File: src/include/coreSettings.svh
// Core configuration macros

`ifndef CORE_SETTINGS_SVH
`define CORE_SETTINGS_SVH

// Data and address width
`define XLEN 32

`define REG_COUNT 32

// First fetch address and distance between instructions
`define RESET_PC 32'h0000_0000
`define PC_STEP 4

`endif
File: src/logic/isaPkg.sv
// Instruction set types

package isaPkg;

	// Opcodes not listed here behave as NOP
	typedef enum logic [5:0] {
		opNop = 6'd0,
		opAdd = 6'd1,
		opSub = 6'd2,
		opAnd = 6'd3,
		opOr = 6'd4,
		opXor = 6'd5,
		opSlt = 6'd6,
		opAddi = 6'd7,
		opLw = 6'd8,
		opSw = 6'd9,
		opHalt = 6'd63
	} opcodeT;

	typedef logic [4:0] regIdxT;

	typedef struct packed {
		regIdxT rt;
		logic [10:0] spare;
	} rtTailT;

	// Low half is either the third register or the immediate
	typedef union packed {
		rtTailT r;
		logic [15:0] imm;
	} tailT;

	typedef struct packed {
		opcodeT opcode;
		regIdxT rd;
		regIdxT rs;
		tailT tail;
	} instrT;

	typedef enum logic [2:0] {
		aluAdd,
		aluSub,
		aluAnd,
		aluOr,
		aluXor,
		aluSlt,
		aluZero
	} aluOpT;

endpackage

File: src/logic/pipePkg.sv
// Pipeline stage payload types

package pipePkg;
	import isaPkg::*;

	typedef logic [31:0] wordT;

	typedef struct packed {
		wordT addr;
		logic valid;
	} instrReqT;

	typedef struct packed {
		wordT addr;
		wordT wrData;
		logic write;
		logic valid;
	} dataReqT;

	// Decode to execute
	typedef struct packed {
		wordT opA;
		wordT opB;
		wordT imm;
		regIdxT srcA;
		logic srcAUsed;
		regIdxT srcB;
		logic srcBUsed;
		regIdxT dest;
		logic destWe;
		aluOpT aluOp;
		logic useImm;
		logic isLoad;
		logic isStore;
		logic isHalt;
	} decodedT;

	// Execute to memory with the result doubling as the data address
	typedef struct packed {
		wordT result;
		wordT storeData;
		regIdxT dest;
		logic destWe;
		logic isLoad;
		logic isStore;
		logic isHalt;
	} execT;

	typedef struct packed {
		wordT data;
		regIdxT dest;
		logic destWe;
		logic isHalt;
	} writeBackT;

	typedef struct packed {
		logic freeze;
		logic holdFront;
		logic bubbleEx;
	} stallT;

endpackage

File: src/logic/pipelineCore.sv
// Five-stage pipeline top

`timescale 1ns/100ps
`include "coreSettings.svh"

module pipelineCore (
	input logic clk,
	input logic rst_n,
	output pipePkg::instrReqT instrReq,
	input isaPkg::instrT instrData,
	input logic instrReady,
	output pipePkg::dataReqT dataReq,
	input logic [`XLEN-1:0] dataRdData,
	input logic dataReady,
	output logic halt
);
	import isaPkg::*;
	import pipePkg::*;

	stallT stall;
	instrT fetched;
	logic haltDecoded;
	decodedT idDecoded;
	decodedT exStage;
	execT exResult;
	execT memStage;
	writeBackT memResult;
	writeBackT wbStage;
	logic memBusy;

	fetchUnit fetch (
		.clk(clk),
		.rst_n(rst_n),
		.stall(stall),
		.haltDecoded(haltDecoded),
		.instrReq(instrReq),
		.instrData(instrData),
		.instrReady(instrReady),
		.fetched(fetched)
	);

	decodeUnit decode (
		.clk(clk),
		.rst_n(rst_n),
		.fetched(fetched),
		.writeBack(wbStage),
		.decoded(idDecoded),
		.haltDecoded(haltDecoded)
	);

	pipeStageReg #(.payloadT(decodedT)) idExReg (
		.clk(clk),
		.rst_n(rst_n),
		.stall(stall.freeze),
		.bubble(stall.bubbleEx),
		.in(idDecoded),
		.out(exStage)
	);

	executeUnit execute (
		.decodedIn(exStage),
		.memStage(memStage),
		.wbStage(wbStage),
		.executed(exResult)
	);

	pipeStageReg #(.payloadT(execT)) exMemReg (
		.clk(clk),
		.rst_n(rst_n),
		.stall(stall.freeze),
		.bubble(1'b0),
		.in(exResult),
		.out(memStage)
	);

	memoryUnit memory (
		.memStage(memStage),
		.dataReq(dataReq),
		.dataRdData(dataRdData),
		.dataReady(dataReady),
		.memBusy(memBusy),
		.writeBack(memResult)
	);

	pipeStageReg #(.payloadT(writeBackT)) memWbReg (
		.clk(clk),
		.rst_n(rst_n),
		.stall(stall.freeze),
		.bubble(1'b0),
		.in(memResult),
		.out(wbStage)
	);

	hazardControl hazard (
		.decoded(idDecoded),
		.exStage(exStage),
		.memBusy(memBusy),
		.stall(stall)
	);

	// Sticky until reset
	always_ff @(posedge clk) begin
		if (!rst_n)
			halt <= 1'b0;
		else
			halt <= halt || wbStage.isHalt;
	end

	// Freeze keeps the memory-stage register and so the request steady
	dataReqHeld: assert property (@(posedge clk) disable iff (!rst_n)
		dataReq.valid && !dataReady |=> $stable(dataReq));

endmodule

File: src/logic/hazardControl.sv
// Stall control for the pipeline

`timescale 1ns/100ps
`include "coreSettings.svh"

module hazardControl (
	input pipePkg::decodedT decoded,
	input pipePkg::decodedT exStage,
	input logic memBusy,
	output pipePkg::stallT stall
);

	logic matchA;
	logic matchB;
	logic loadUse;

	// Load in execute feeding the instruction in decode
	assign matchA = decoded.srcAUsed && decoded.srcA == exStage.dest;
	assign matchB = decoded.srcBUsed && decoded.srcB == exStage.dest;
	assign loadUse = exStage.isLoad && exStage.destWe && (matchA || matchB);

	// Freeze overrides the load-use controls
	always_comb begin
		stall.freeze = memBusy;
		stall.holdFront = loadUse && !memBusy;
		stall.bubbleEx = loadUse && !memBusy;
	end

endmodule

File: src/logic/memoryUnit.sv
// Memory stage and data port

`timescale 1ns/100ps
`include "coreSettings.svh"

module memoryUnit (
	input pipePkg::execT memStage,
	output pipePkg::dataReqT dataReq,
	input logic [`XLEN-1:0] dataRdData,
	input logic dataReady,
	output logic memBusy,
	output pipePkg::writeBackT writeBack
);

	always_comb begin
		dataReq.addr = memStage.result;
		dataReq.wrData = memStage.storeData;
		dataReq.write = memStage.isStore;
		dataReq.valid = memStage.isLoad || memStage.isStore;
	end

	// Whole pipeline freezes on this
	assign memBusy = dataReq.valid && !dataReady;

	always_comb begin
		writeBack.data = memStage.isLoad ? dataRdData : memStage.result;
		writeBack.dest = memStage.dest;
		writeBack.destWe = memStage.destWe;
		writeBack.isHalt = memStage.isHalt;
	end

endmodule

File: src/logic/executeUnit.sv
// Execute stage with operand forwarding

`timescale 1ns/100ps
`include "coreSettings.svh"

module executeUnit (
	input pipePkg::decodedT decodedIn,
	input pipePkg::execT memStage,
	input pipePkg::writeBackT wbStage,
	output pipePkg::execT executed
);
	import isaPkg::*;

	logic [`XLEN-1:0] srcAVal;
	logic [`XLEN-1:0] srcBVal;
	logic [`XLEN-1:0] aluB;
	logic [`XLEN-1:0] aluOut;

	// Memory stage wins over write-back; loads only come from write-back
	function automatic logic [`XLEN-1:0] pickOperand(
		input regIdxT idx,
		input logic [`XLEN-1:0] regVal
	);
		if (memStage.destWe && !memStage.isLoad && memStage.dest == idx)
			return memStage.result;
		if (wbStage.destWe && wbStage.dest == idx)
			return wbStage.data;
		return regVal;
	endfunction

	assign srcAVal = pickOperand(decodedIn.srcA, decodedIn.opA);
	assign srcBVal = pickOperand(decodedIn.srcB, decodedIn.opB);
	assign aluB = decodedIn.useImm ? decodedIn.imm : srcBVal;

	always_comb begin
		case (decodedIn.aluOp)
			aluAdd: aluOut = srcAVal + aluB;
			aluSub: aluOut = srcAVal - aluB;
			aluAnd: aluOut = srcAVal & aluB;
			aluOr: aluOut = srcAVal | aluB;
			aluXor: aluOut = srcAVal ^ aluB;
			aluSlt: aluOut = {{(`XLEN-1){1'b0}}, $signed(srcAVal) < $signed(aluB)};
			default: aluOut = '0;
		endcase
	end

	always_comb begin
		executed.result = aluOut;
		executed.storeData = srcBVal;
		executed.dest = decodedIn.dest;
		executed.destWe = decodedIn.destWe;
		executed.isLoad = decodedIn.isLoad;
		executed.isStore = decodedIn.isStore;
		executed.isHalt = decodedIn.isHalt;
	end

endmodule

File: src/logic/decodeUnit.sv
// Instruction decode and register file

`timescale 1ns/100ps
`include "coreSettings.svh"

module decodeUnit (
	input logic clk,
	input logic rst_n,
	input isaPkg::instrT fetched,
	input pipePkg::writeBackT writeBack,
	output pipePkg::decodedT decoded,
	output logic haltDecoded
);
	import isaPkg::*;

	logic [`XLEN-1:0] regFile [`REG_COUNT];
	logic isRegOp;

	// Write-before-read bypass with register 0 hardwired to zero
	function automatic logic [`XLEN-1:0] readReg(input regIdxT idx);
		if (idx == '0)
			return '0;
		if (writeBack.destWe && writeBack.dest == idx)
			return writeBack.data;
		return regFile[idx];
	endfunction

	always_ff @(posedge clk) begin
		if (rst_n && writeBack.destWe && writeBack.dest != '0)
			regFile[writeBack.dest] <= writeBack.data;
	end

	assign haltDecoded = fetched.opcode == opHalt;
	assign isRegOp = fetched.opcode inside {opAdd, opSub, opAnd, opOr, opXor, opSlt};

	always_comb begin
		case (fetched.opcode)
			opAdd: decoded.aluOp = aluAdd;
			opSub: decoded.aluOp = aluSub;
			opAnd: decoded.aluOp = aluAnd;
			opOr: decoded.aluOp = aluOr;
			opXor: decoded.aluOp = aluXor;
			opSlt: decoded.aluOp = aluSlt;
			opAddi, opLw, opSw: decoded.aluOp = aluAdd;
			default: decoded.aluOp = aluZero;
		endcase

		decoded.isLoad = fetched.opcode == opLw;
		decoded.isStore = fetched.opcode == opSw;
		decoded.isHalt = haltDecoded;
		decoded.useImm = fetched.opcode inside {opAddi, opLw, opSw};

		decoded.srcA = fetched.rs;
		decoded.srcAUsed = isRegOp || decoded.useImm;
		// SW reads its data from rd
		decoded.srcB = decoded.isStore ? fetched.rd : fetched.tail.r.rt;
		decoded.srcBUsed = isRegOp || decoded.isStore;

		decoded.dest = fetched.rd;
		decoded.destWe = (isRegOp || fetched.opcode inside {opAddi, opLw})
			&& fetched.rd != '0;

		decoded.imm = {{(`XLEN-16){fetched.tail.imm[15]}}, fetched.tail.imm};
		decoded.opA = readReg(decoded.srcA);
		decoded.opB = readReg(decoded.srcB);
	end

endmodule

File: src/logic/fetchUnit.sv
// Instruction fetch stage

`timescale 1ns/100ps
`include "coreSettings.svh"

module fetchUnit (
	input logic clk,
	input logic rst_n,
	input pipePkg::stallT stall,
	input logic haltDecoded,
	output pipePkg::instrReqT instrReq,
	input isaPkg::instrT instrData,
	input logic instrReady,
	output isaPkg::instrT fetched
);

	logic [`XLEN-1:0] pc;
	logic fetchOn;
	logic haltSeen;
	logic fetchReq;
	logic advance;

	// Stop as soon as HALT sits in decode
	assign fetchReq = fetchOn && !haltSeen && !haltDecoded;
	assign advance = fetchReq && instrReady && !stall.freeze && !stall.holdFront;

	always_comb begin
		instrReq.addr = pc;
		instrReq.valid = fetchReq;
	end

	always_ff @(posedge clk) begin
		if (!rst_n) begin
			fetchOn <= 1'b0;
			haltSeen <= 1'b0;
		end else begin
			fetchOn <= 1'b1;
			if (haltDecoded)
				haltSeen <= 1'b1;
		end
	end

	// Missing ready becomes a bubble in decode
	always_ff @(posedge clk) begin
		if (!rst_n) begin
			pc <= `RESET_PC;
			fetched <= '0;
		end else if (!stall.freeze && !stall.holdFront) begin
			if (advance) begin
				pc <= pc + `PC_STEP;
				fetched <= instrData;
			end else begin
				fetched <= '0;
			end
		end
	end

	addrHeldUntilReady: assert property (@(posedge clk) disable iff (!rst_n)
		instrReq.valid && !instrReady |=> $stable(instrReq.addr));

endmodule

File: src/logic/pipeStageReg.sv
// Generic pipeline stage register

`timescale 1ns/100ps
`include "coreSettings.svh"

module pipeStageReg #(
	parameter type payloadT = logic
) (
	input logic clk,
	input logic rst_n,
	input logic stall,
	input logic bubble,
	input payloadT in,
	output payloadT out
);

	// All-zero payload is a bubble
	always_ff @(posedge clk) begin
		if (!rst_n || bubble)
			out <= '0;
		else if (!stall)
			out <= in;
	end

	// Hazard logic never asks for both at once
	stallBubbleExclusive: assert property (@(posedge clk) disable iff (!rst_n)
		!(stall && bubble));

endmodule

File: config.mk
export PLATFORM = sky130hd
export DESIGN_NAME = pipelineCore
export DESIGN_NICKNAME = d
export VERILOG_FILES = /design/src/logic/isaPkg.sv /design/src/logic/pipePkg.sv /design/src/logic/pipelineCore.sv /design/src/logic/hazardControl.sv /design/src/logic/memoryUnit.sv /design/src/logic/executeUnit.sv /design/src/logic/decodeUnit.sv /design/src/logic/fetchUnit.sv /design/src/logic/pipeStageReg.sv
export VERILOG_INCLUDE_DIRS = /design/src /design/src/include
export SDC_FILE = /design/constraint.sdc
export NUM_CORES = 2
export LEC_CHECK = 0
export BUFFER_PORTS_ARGS = -buffer_cell sky130_fd_sc_hd__clkbuf_2
export CORE_MARGIN = 2
export CORE_UTILIZATION = 60
export CTS_CLUSTER_DIAMETER = 50
export DETAILED_ROUTE_END_ITERATION = 6
export MAX_ROUTING_LAYER = met4
export PLACE_DENSITY = 0.74
export SYNTH_ARGS = -nofsm -noshare
export SYNTH_HDL_FRONTEND = slang
export SYNTH_HIERARCHICAL = 1
export SYNTH_SLANG_ARGS = --single-unit
File: constraint.sdc
create_clock -name clk -period 16.3 [get_ports clk]
set_input_delay 3.26 -clock clk [delete_from_list [all_inputs] [get_ports clk]]
set_output_delay 3.26 -clock clk [all_outputs]
set_load 0.05 [all_outputs]
==> metrics.txt <==
status finished with violations; failing checks DRC; design area 0.0749 mm2; Max VDD drop 0.0000974 V; most frequent cells in the layout edfxtp_1, mux2i_1, nor2_1; placed instance area 0.0701 mm2; Std-Cell Rows 124; DRC errors left 16; Syn Area/Cell 12.2 um2; Syn-to-layout area delta 8.31%; Req. time, crit path 16.91 ns; Synth Instances 5,659; clock power share 0.440; CTS Buf Count 148; RSZ-0062 raised after global routing false; hold_sp halt$_SDFF_PN0_; max frequency 144 MHz; hold buffer count at cts 0; most common cell after layout, fill and taps aside edfxtp_1; layout net count 5,720; CTS sink count 1,320; die extent in x 343 um; die area 0.118 mm2; DPL Wire Length 123,000 um; All-Layer GR Usage 0.368; period utilization 0.426; vias in the first global route 48,300; Seq pwr share 0.487; pwr/cell area 99.6 mW/mm2; R2R Path Start fetch/fetched[29]$_SDFFE_PN0P_; synth warn 6; Core Region 0.114 mm2; Final GP Congestion 0.974; htree depth 4; initial antenna violation count 2; via count 50,300; post-cts sizing count 0; layout cells sized above 1 0.171; Slew Viols, Final 0; crit end category register; Cells after DPL 6,906; post-layout min period 6.94 ns; Root Buffer clkbuf_16; Overflow after GRT 0; setup ws final 9.36 ns; DRT Pass-1 Iters 7; Hold Path Class register to register; final core utilization 0.655; switching share of power 0.238; num ports 168; LEAKAGE 25.6 nW; chip height 343 um; Reg clk slew, reported paths 0.06 ns; power share of the combinational group 0.073; final hold violations 0; routed len/inst 29.7 um; CTS tree built; CP Data Arrival Time 7.56 ns; synthesized area 0.0691 mm2; Final ANT Viol Nets 0; flop2flop setup slack 9.36 ns; initial DRC count 7,724; Pwr Total 7.45 mW; endpoints failing setup 0; hold slack 0.470 ns; Setup Skew 0.0292 ns; input/output buffers 165; post-CTS setup buffer count 0; Worst slew margin 0.0438; sw power 1.77 mW; P_int 5.68 mW; Startpoint Class register; Non-Filler Instances 7,172; clock latency on the worst-skew pair 0.79 ns; final setup TNS 0 ns; largest net degree at the start of global routing 151; MaxCap Viol Count 0; CTS Buffer Depth 3; Crit Path Class register to register; Setup crit start fetch/fetched[29]$_SDFFE_PN0P_; first-pass GRT wire length 311,000 um; Worst Tran Pin Value 1.43 ns; CP max FO 150; vias per cell 7.01; dpl ws 9.54 ns; Initial Utilization 0.604; Total Wirelength 213,000 um
## area by class of cell
cell class / instances / area [um2]
multi-input cells: 3676 / 29200
diodes: 1 / 2.50
clock inverters: 83 / 860
repair buffers: 279 / 1790
clock buffers: 182 / 3930
flip-flops and latches: 1320 / 36700
well taps: 1512 / 1890
inverters: 119 / 454
fillers: 8213 / 39500
## metal layers
| metal | global-route usage | wire length (um) | up-vias |
|---|---|---|---|
| met1 | 0.473 | 77700 | 24600 |
| met3 | 0.0748 | 25000 | 789 |
| met4 | 0.208 | 13800 | 0 |
| met5 | - | 0 | - |
| li1 | - | - | 21200 |
| met2 | 0.548 | 96700 | 3650 |
## flip-flops by register name, indices dropped and copies added (netlist names)
register / count
decode/regFile: 1024
exMemReg/out: 73
fetch/fetchOn: 1
fetch/fetched: 32
fetch/haltSeen: 1
fetch/pc: 30
halt: 1
idExReg/out: 119
memWbReg/out: 39
## power by group through the flow
stage / logic (mW) / clock network [mW] / registers [mW]
CTS: 0.529 / 3.30 / 3.63
global placement: 0.522 / 0 / 3.70
finish: 0.543 / 3.28 / 3.63
detailed placement: 0.526 / 0 / 3.70
floorplan: 0.387 / 0 / 3.69
global route: 0.575 / 3.43 / 3.63
## worst max-delay path: stages, from the launching register on
cell      delay [ns]
dfxtp_1         0.54
nor4b_4         0.78
and3_4          0.57
nor2_4          0.06
buf_4           0.34
inv_8           0.55
buf_4           0.80
buf_12          0.79
buf_4           0.82
mux2i_1         0.28
a221oi_1        0.10
a22oi_1         0.39
and3_1          0.21
nor2_1          0.05
mux2i_1         0.15
nor2_1          0.07
## worst paths after layout
kind	endpoint	cells past startpoint
worst max-delay path	idExReg/out[75]$_SDFFE_PP0N_	15
worst min-delay path	halt$_SDFF_PN0_	1
worst max register to register	idExReg/out[75]$_SDFFE_PP0N_	15
worst min register to register	halt$_SDFF_PN0_	1
Power figures use the tool's default switching activity.
